--- src/alu_pkg.sv ---
package alu_pkg;

  localparam int data_width = 16;
  localparam int shamt_width = $clog2(data_width);  // rotate amount bits

  typedef logic [data_width-1:0] data_t;

  // encodings follow the legacy ALU opcode map
  typedef enum logic [5:0] {
    op_add = 6'b001101,
    op_sub = 6'b001110,
    op_shr = 6'b001111,
    op_shl = 6'b010000,
    op_mul = 6'b010001,
    op_inc = 6'b010101,
    op_dec = 6'b010110,
    op_and = 6'b010111,
    op_or  = 6'b011000,
    op_xor = 6'b011001,
    op_not = 6'b011010,
    op_ror = 6'b011011,
    op_rol = 6'b011100
  } alu_op_e;

  localparam int flag_ovf   = 0;
  localparam int flag_carry = 1;  // borrow for sub/dec
  localparam int flag_neg   = 2;
  localparam int flag_zero  = 3;

  typedef logic [3:0] flags_t;

  function automatic logic is_arith(input alu_op_e op);
    return op inside {op_add, op_sub, op_mul, op_inc, op_dec};
  endfunction

  function automatic logic is_logic(input alu_op_e op);
    return op inside {op_and, op_or, op_xor, op_not, op_shr, op_shl, op_ror, op_rol};
  endfunction

  function automatic logic is_known(input alu_op_e op);
    return is_arith(op) || is_logic(op);
  endfunction

endpackage

--- src/operand_if.sv ---
interface operand_if
  import alu_pkg::*;
();

  logic    valid;  // one cycle per issued op
  alu_op_e op;
  data_t   a;
  data_t   b;
  data_t   ref_val;  // value the carry/ovf rules compare against

  modport producer (
    output valid,
    output op,
    output a,
    output b,
    output ref_val
  );

  modport consumer (
    input valid,
    input op,
    input a,
    input b,
    input ref_val
  );

endinterface

--- src/operand_select.sv ---
module operand_select
  import alu_pkg::*;
(
  input  logic    clk,
  input  logic    rst,
  input  logic    en,
  input  alu_op_e opcode,
  input  data_t   acc,
  input  data_t   x,
  input  data_t   y,
  input  data_t   immediate,
  input  logic    ra,
  operand_if.producer issue
);

  data_t reg_val;
  data_t a_next;
  data_t b_next;
  data_t ref_next;
  logic  imm_zero;
  logic  accept;

  assign accept = en && is_known(opcode);

  always_comb begin
    reg_val  = ra ? y : x;
    imm_zero = (immediate == '0);
    a_next   = reg_val;  // reg op imm by default
    b_next   = immediate;
    ref_next = immediate;
    case (opcode)
      op_inc, op_dec: begin
        b_next   = data_t'(1);
        ref_next = data_t'(1);
      end
      op_not: ;  // only a matters
      op_add, op_mul: begin
        a_next   = imm_zero ? acc : immediate;
        b_next   = reg_val;
        ref_next = imm_zero ? acc : immediate;
      end
      default: begin
        if (imm_zero) begin  // accumulator path
          a_next   = acc;
          b_next   = reg_val;
          ref_next = acc;
        end
      end
    endcase
  end

  always_ff @(posedge clk) begin
    if (!rst) begin
      issue.valid <= 1'b0;
    end else begin
      issue.valid <= accept;  // unknown opcodes dropped here
    end
  end

  always_ff @(posedge clk) begin
    if (accept) begin
      issue.op      <= opcode;
      issue.a       <= a_next;
      issue.b       <= b_next;
      issue.ref_val <= ref_next;
    end
  end

endmodule

--- src/arith_unit.sv ---
module arith_unit
  import alu_pkg::*;
(
  operand_if.consumer issue,
  output data_t       result,
  output logic        ovf,
  output logic        carry
);

  logic is_sub;
  logic same_sign;
  logic sign_flip;

  always_comb begin
    is_sub = 1'b0;
    case (issue.op)
      op_add, op_inc: begin
        result = issue.a + issue.b;
      end
      op_mul: begin
        result = issue.a * issue.b;  // low half only
      end
      op_sub, op_dec: begin
        result = issue.a - issue.b;
        is_sub = 1'b1;
      end
      default: begin
        result = '0;
      end
    endcase
  end

  // ref_val is always one of a and b, so the register sign is the other one
  assign same_sign = (issue.a[data_width-1] == issue.b[data_width-1]);
  assign sign_flip = (result[data_width-1] != issue.ref_val[data_width-1]);

  assign ovf = same_sign && sign_flip;

  // carry on wrap below ref, borrow on wrap above it
  assign carry = is_sub ? (result > issue.ref_val) : (result < issue.ref_val);

endmodule

--- src/bitwise_unit.sv ---
module bitwise_unit
  import alu_pkg::*;
(
  operand_if.consumer issue,
  output data_t       result
);

  data_t ror_stage [0:shamt_width];
  data_t rol_stage [0:shamt_width];

  assign ror_stage[0] = issue.a;
  assign rol_stage[0] = issue.a;

  // barrel rotator, one stage per bit of b[3:0]
  for (genvar i = 0; i < shamt_width; i++) begin : g_rot
    localparam int step = 1 << i;

    assign ror_stage[i+1] = issue.b[i] ?
                            {ror_stage[i][step-1:0], ror_stage[i][data_width-1:step]} :
                            ror_stage[i];

    assign rol_stage[i+1] = issue.b[i] ?
                            {rol_stage[i][data_width-step-1:0],
                             rol_stage[i][data_width-1:data_width-step]} :
                            rol_stage[i];
  end

  always_comb begin
    case (issue.op)
      op_and: begin
        result = issue.a & issue.b;
      end
      op_or: begin
        result = issue.a | issue.b;
      end
      op_xor: begin
        result = issue.a ^ issue.b;
      end
      op_not: begin
        result = ~issue.a;
      end
      op_shr: begin
        result = issue.a >> issue.b;  // 16 or more clears
      end
      op_shl: begin
        result = issue.a << issue.b;
      end
      op_ror: begin
        result = ror_stage[shamt_width];
      end
      op_rol: begin
        result = rol_stage[shamt_width];
      end
      default: begin
        result = '0;
      end
    endcase
  end

endmodule

--- src/flag_result_reg.sv ---
module flag_result_reg
  import alu_pkg::*;
(
  input  logic        clk,
  input  logic        rst,
  operand_if.consumer issue,
  input  data_t       arith_result,
  input  logic        arith_ovf,
  input  logic        arith_carry,
  input  data_t       logic_result,
  output data_t       res,
  output flags_t      flags,
  output logic        res_valid
);

  logic   arith_sel;
  data_t  res_next;
  flags_t flags_next;

  always_comb begin
    arith_sel                = is_arith(issue.op);
    res_next                 = arith_sel ? arith_result : logic_result;
    flags_next[flag_ovf]     = arith_sel & arith_ovf;  // zero for bitwise ops
    flags_next[flag_carry]   = arith_sel & arith_carry;
    flags_next[flag_neg]     = res_next[data_width-1];
    flags_next[flag_zero]    = (res_next == '0);
  end

  always_ff @(posedge clk) begin
    if (!rst) begin
      res       <= '0;
      flags     <= '0;
      res_valid <= 1'b0;
    end else begin
      res_valid <= issue.valid;
      if (issue.valid) begin  // hold until next result
        res   <= res_next;
        flags <= flags_next;
      end
    end
  end

endmodule

--- src/alu_top.sv ---
module alu_top
  import alu_pkg::*;
(
  input  logic    clk,
  input  logic    rst,
  input  logic    en,
  input  alu_op_e opcode,
  input  data_t   acc,
  input  data_t   x,
  input  data_t   y,
  input  data_t   immediate,
  input  logic    ra,
  output data_t   res,
  output flags_t  flags,
  output logic    res_valid
);

  data_t arith_result;
  logic  arith_ovf;
  logic  arith_carry;
  data_t logic_result;

  operand_if issue ();

  operand_select u_operand_select (
    .clk       (clk),
    .rst       (rst),
    .en        (en),
    .opcode    (opcode),
    .acc       (acc),
    .x         (x),
    .y         (y),
    .immediate (immediate),
    .ra        (ra),
    .issue     (issue.producer)
  );

  arith_unit u_arith_unit (
    .issue  (issue.consumer),
    .result (arith_result),
    .ovf    (arith_ovf),
    .carry  (arith_carry)
  );

  bitwise_unit u_bitwise_unit (
    .issue  (issue.consumer),
    .result (logic_result)
  );

  flag_result_reg u_flag_result_reg (
    .clk          (clk),
    .rst          (rst),
    .issue        (issue.consumer),
    .arith_result (arith_result),
    .arith_ovf    (arith_ovf),
    .arith_carry  (arith_carry),
    .logic_result (logic_result),
    .res          (res),
    .flags        (flags),
    .res_valid    (res_valid)
  );

endmodule

--- config.mk ---
export PLATFORM = sky130hd
export DESIGN_NAME = alu_top
export DESIGN_NICKNAME = d
export VERILOG_FILES = /design/src/alu_pkg.sv /design/src/operand_if.sv /design/src/operand_select.sv /design/src/arith_unit.sv /design/src/bitwise_unit.sv /design/src/flag_result_reg.sv /design/src/alu_top.sv
export SDC_FILE = /design/constraint.sdc
export NUM_CORES = 1
export LEC_CHECK = 0
export ABC_AREA = 1
export ABC_CLOCK_PERIOD_IN_PS = 7350
export CAP_MARGIN = 20
export CELL_PAD_IN_SITES_DETAIL_PLACEMENT = 0
export CELL_PAD_IN_SITES_GLOBAL_PLACEMENT = 2
export CORE_MARGIN = 4
export CORE_UTILIZATION = 33
export CTS_BUF_LIST = sky130_fd_sc_hd__clkbuf_8
export DETAILED_ROUTE_END_ITERATION = 7
export DONT_BUFFER_PORTS = 1
export PLACE_DENSITY = 0.8
export SYNTH_ARGS = -nofsm -noshare
export SYNTH_HDL_FRONTEND = slang
export SYNTH_SLANG_ARGS = --single-unit
--- constraint.sdc ---
create_clock -name clk -period 7.35 [get_ports clk]
set_clock_uncertainty 0.2 [all_clocks]
set_input_delay 1.47 -clock clk [delete_from_list [all_inputs] [get_ports clk]]
set_output_delay 1.47 -clock clk [all_outputs]
set_load 0.01 [all_outputs]
# After elaboration in Yosys (flattened, before gate mapping)

Index checks and enable logic that the tools add are counted.

Flip-flop bits (word level): 76
Input port bits: 74
Output and inout bits: 21

Add/subtract/negate cells: 2
$mul: 1
Magnitude comparators: 2
Equality and inequality tests: 28
Shift operators: 2
Multiplexer cells: 20
Bitwise logic cells: 6
Reduce and logical (&&, ||, !) cells: 13

Operators by type and width:

| kind                                                                   | count |
|---|---|
| 16-bit 2-to-1 mux                                                      | 13 |
| 16-bit case mux with 8 select lines                                    | 1 |
| 6-bit by 5-bit equality test with 1-bit output (second input constant) | 20 |
| 16-bit case mux with 3 select lines                                    | 2 |
| 16-bit case mux with 2 select lines                                    | 2 |
| 6-bit by 4-bit equality test with 1-bit output (second input constant) | 6 |
| 16-bit zero test                                                       | 2 |
| 16-bit adder                                                           | 1 |
| 16-bit bitwise AND                                                     | 1 |
| 16-bit greater-than comparator                                         | 1 |
| 16-bit < comparator                                                    | 1 |
| 16-bit by 16-bit multiplier with 16-bit output                         | 1 |
| 16-bit inverter                                                        | 1 |
| 16-bit bitwise OR                                                      | 1 |
| 16-bit by 16-bit left shift with 16-bit output                         | 1 |
| 16-bit by 16-bit >> shifter with 16-bit output                         | 1 |
| 16-bit subtractor                                                      | 1 |
| 16-bit bitwise XOR                                                     | 1 |
| 5-bit nonzero test                                                     | 2 |
| 8-bit nonzero test                                                     | 1 |
| 2-bit OR reduction                                                     | 4 |
| 3-bit OR reduction                                                     | 1 |
| 1-bit bitwise AND                                                      | 2 |
| 1-bit logical AND                                                      | 2 |
| other kinds (4)                                                        | 5 |

# Longest topological paths before layout

Depth after elaboration: 7
Mapped depth: 38
Mapped depth without buffers: 34

# Cells and area by module

From an unflattened synthesis, not the netlist that was laid out.

Cell total of the unflattened synthesis: 2,275
Area total of the unflattened synthesis: 14,107.3 um^2

Modules (own cells, without submodules):

| module          | times used | cells each | area an instance (um^2) | seq. area each (um^2) |
|---|---|---|---|---|
| arith_unit      | 1          | 932        | 6,085.8                 | 0.0 |
| bitwise_unit    | 1          | 725        | 3,515.9                 | 0.0 |
| operand_select  | 1          | 448        | 3,367.0                 | 1,641.6 |
| flag_result_reg | 1          | 170        | 1,138.6                 | 400.4 |

# Worst setup path before layout

No wires, ideal clock.

Kind: register to register
Start: register u_operand_select.issue.b[3]
End: register u_flag_result_reg.flags[1]
Library setup time: 123 ps
Data arrival time: 6,664 ps
Data required time: 7,027 ps
Setup slack: 363 ps
Stages on the path, launching flop included: 35
Buffers on the path: 4
Period minus slack after synthesis: 6,987 ps
Cell sequence: edfxtp_1 buf_2 buf_1 clkbuf_1 buf_1 nand2_1 fa_1 fa_1 fa_1 fa_1 inv_1 fa_1 inv_1 fa_1 inv_1 ha_1 nand2_1 inv_1 a21oi_1 nand3_1 nand2_1 nand2_1 a21oi_1 nand3_1 nand3_1 nand2_1 ha_1 nand2_1 nor2_1 a2111oi_0 nand2_1 nand2_1 nand2_1 nand3_1 a21oi_1

Longest elaborated chain between the ends: 5
Elaborated cells on any way between the ends: 8
Those cells by class: add/sub: 2; mul: 1; order compare: 2; mux: 2; bitwise: 1

RTL lines:

| what                                                                         | line                  | RTL |
|---|---|---|
| start, declared                                                              | operand_if.sv:15      | `output b,` |
| start signal, assigned                                                       | operand_select.sv:64  | `issue.b <= b_next;` |
| 16-bit by 16-bit multiplier with 16-bit output, or another cell as far along | arith_unit.sv:21      | `result = issue.a * issue.b;` |
| 16-bit case mux with 3 select lines (*)                                      | arith_unit.sv:16      | `case (issue.op)` |
| 16-bit < comparator or 16-bit greater-than comparator (tied branches)        | arith_unit.sv:40      | `assign carry = is_sub ? (result > issue.ref_val) : (result < issue.ref_val);` |
| 1-bit 2-to-1 mux (*)                                                         | arith_unit.sv:40      |  |
| 1-bit bitwise AND (*)                                                        | flag_result_reg.sv:24 | `flags_next[flag_carry] = arith_sel & arith_carry;` |
| end signal, assigned                                                         | flag_result_reg.sv:38 | `flags <= flags_next;` |
| end, declared                                                                | flag_result_reg.sv:12 | `output flags_t flags,` |

Mark *: on every way between the ends. The rest lies on a longest branch, timed or not.
A chain may end at the register's enable or synchronous reset.

# Final worst setup path

Start: register u_operand_select.issue.a[5]
End: register u_flag_result_reg.flags[1]

Longest elaborated chain between the ends: 5
Elaborated cells on any way between the ends: 8
Those cells by class: add/sub: 2; mul: 1; order compare: 2; mux: 2; bitwise: 1

RTL lines:

| what                                                                         | line                  | RTL |
|---|---|---|
| start, declared                                                              | operand_if.sv:14      | `output a,` |
| start signal, assigned                                                       | operand_select.sv:63  | `issue.a <= a_next;` |
| 16-bit by 16-bit multiplier with 16-bit output, or another cell as far along | arith_unit.sv:21      |  |
| 16-bit case mux with 3 select lines (*)                                      | arith_unit.sv:16      |  |
| 16-bit < comparator or 16-bit greater-than comparator (tied branches)        | arith_unit.sv:40      |  |
| 1-bit 2-to-1 mux (*)                                                         | arith_unit.sv:40      |  |
| 1-bit bitwise AND (*)                                                        | flag_result_reg.sv:24 |  |

Marked as above.

==> flow_summary.toml <==
[outcome]
run_status = "finished, final reports clean"

[synthesis]
yosys-top-cells-area = "nand2_1, edfxtp_1, fa_1"
synth_top_family_by_area = "simple AND/OR/NAND/NOR gates"
synth-async-reset-ratio_pct = 0
synth_edf_count = 54
synthMuxAreaShare_pct = 0.0761
yosysWarnings = 0
yosysMostFrequentCell = "nand2_1"
synth_xor_area_share_pct = 1.93
syn_area_per_cell_um2 = 6.36
synth_compound_area_share_pct = 11.4
synth.top_cell.area_share_pct = 16.3
synth_nets = 2337
yosys.area_share.simple_pct = 32.9
synth_area_leader_cell = "nand2_1"
netlist_area_um2 = 13200
synthTopCellsByCount = "nand2_1, inv_1, nand3_1, nor2_1, ha_1"
yosys_most_used_dff = "edfxtp_1"
synthAdderAreaFrac_pct = 23.1
syn_inst = 2069
ys_types = 53
ys_ff_latch = 75
ys_seq_area_share_pct = 15.5

[job]
maxCapViolCount = 0

[worst_setup_path]
worstSetupStartpointType = "flip-flop"
endpoint_kind = "flip-flop"
critPathKind = "flip-flop to flip-flop"
crit_fanout = 8
critPathRequiredTime_ps = 7400
arrival_ps = 6970
crit_slowest_cell = "edfxtp_1"
critical_path.max_stage_delay_ps = 550
crit_top_cell = "inv_1"

[sta]
relSlewSlack_pct = 44.2
period_share_pct = 94.0
rsz0062_at_grt = "no"
setup_ws_ps = 437
min_period_ps = 6910
tightest_slew_ps = 835
hold_violations = 0
fmax_mhz = 145
finalMaxSlewViolations = 0
finalSetupViolations = 0
setup-tns-final_ps = 0

[floorplan]
dieArea_um2 = 43100
rows = 72
initial_core_util_pct = 33.7
core_area_um2 = 39000
die_x_um = 208
die_y_um = 208
pin_count = 95

[pwr]
p_sw_share_pct = 52.6
vdd_drop_max_v = 0.000205
p_clk_share_pct = 10.7
combinationalPowerShare_pct = 72.0
power_density_nw_per_um2 = 213
p_switching_mw = 1.57
p_int_mw = 1.41
p_leak_nw = 7.61
seq_power_share_pct = 17.3
power_mw = 2.98

[cts]
clkSinkCount = 75
cts_buffer_depth = 2
numCtsBuffers = 9
clock_latency_ps = 360
clkTransAtPathRegs_ps = 90
clock-root-buffer = "clkbuf_8"
cts_tree = "done"
htreeDepth = 3
hold_buffers = 0

[layout]
drive_gt1_share_pct = 5.27
nNetsFinal = 2312
fin_util_pct = 35.8
final_area_um2 = 14000
area_growth_pct = 6.14

[place]
placed_area_um2 = 13700
dpl.hpwl_um = 41900
port_buffers = 0
gp_congestion = 0.931
dp_slack_ps = 198

[grt]
grt_pass1_wl_um = 77600
antenna_found_initial = 1
grt_pass1_vias = 12957
grt_max_degree = 55
grt_usage_pct = 22.9
gr-total-overflow = 0

[detailed_routing]
antenna_left = 0
vias = 13242
vias_per_cell = 5.16
route.detailed.drc = 0
drt_pass1_iterations = 5
initialDrtViolationCount = 1000
drt-total-wl_um = 50300
wl_per_cell_um = 19.6

[hold_path]
hold_path.class = "flip-flop to flip-flop"
critical path, delay by kind of cell (launching register included):
| kind | cells | cell delay, ps |
|---|---|---|
| compound gates | 8 | 1060 |
| fa+ha+maj | 8 | 3250 |
| buf+inv | 9 | 770 |
| simple gates | 10 | 960 |
| flops | 1 | 550 |
worst paths after layout:
check | start | cells past startpoint | slack, ps | endpoint
min reg2reg | u_flag_result_reg.flags[0] | 2 | 330 | u_flag_result_reg.flags[0]
min | u_flag_result_reg.flags[0] | 2 | 330 | u_flag_result_reg.flags[0]
max reg2reg | u_operand_select.issue.a[5] | 35 | 440 | u_flag_result_reg.flags[1]
max | u_operand_select.issue.a[5] | 35 | 440 | u_flag_result_reg.flags[1]
per-stage QoR:
step,hold WS (ps),std cells
floorplan,289,2069
finish,331,2568
detailed placement,330,2548
global route,363,2567
global placement,326,2548
CTS,341,2564
metal layers:
layer  vias to the layer above  global-route usage, %  wire, um
li1                       6491                      -         -
met4                         0                   6.21      1340
met5                         -                      0         0
met3                        53                   2.06      2730
met1                      6236                   31.6     22700
met2                       462                   38.6     23500
power groups by stage:
| stage | logic (mW) | clock network [mW] | registers [mW] |
|---|---|---|---|
| 3_5_place_dp | 2.12 | 0 | 0.524 |
| 4_1_cts | 2.13 | 0.328 | 0.514 |
| 6_report | 2.14 | 0.318 | 0.514 |
| 5_1_grt | 2.48 | 0.345 | 0.517 |
| 3_3_place_gp | 2.11 | 0 | 0.523 |
| 2_1_floorplan | 1.59 | 0 | 0.501 |
placed cells by master (no fill, tap or decap), drive strengths merged, types with 17 or more instances in the layout:
cell | Yosys | final
a21oi | 50 | 50
buf | 49 | 49
dfxtp | 21 | 21
edfxtp | 54 | 54
fa | 81 | 81
ha | 113 | 113
inv | 409 | 411
nand2 | 591 | 591
nand3 | 240 | 240
nand4 | 19 | 19
nor2 | 145 | 145
nor3 | 17 | 17
o211ai | 24 | 24
o21ai | 117 | 117
xor2 | 21 | 21
state kept, by name, indices dropped and copies added (netlist names):
signal,flops
u_flag_result_reg.res_valid,1
u_operand_select.issue.op,6
u_flag_result_reg.flags,4
u_operand_select.issue.ref_val,16
u_flag_result_reg.res,15
u_operand_select.issue.b,16
u_operand_select.issue.a,16
u_operand_select.issue.valid,1
layout make-up:
class	count	area, um2
antenna	1	2.50
clock inverter	7	68.8
multi-input combinational	1498	9160
timing repair buffer	49	368
tap	518	648
clock buffer	9	124
sequential	75	2040
fill	4336	25000
inverter	411	1550
cells by family after synthesis:
family / count (synthesis)
and+or+nand+nor: 1021
adders and majority gates: 194
DFF: 75
muxes: 1
AOI/OAI and AO/OA: 253
buffers and inverters: 496
xor gates and xnor gates: 29
timing repair:
action                                 CTS  global route
setup endpoints to repair                0             1
endpoints found under the hold margin    0             0
setup buffers                            0             3
gates resized for setup                  0             4
Note: power is estimated with default switching activity, not from simulation.
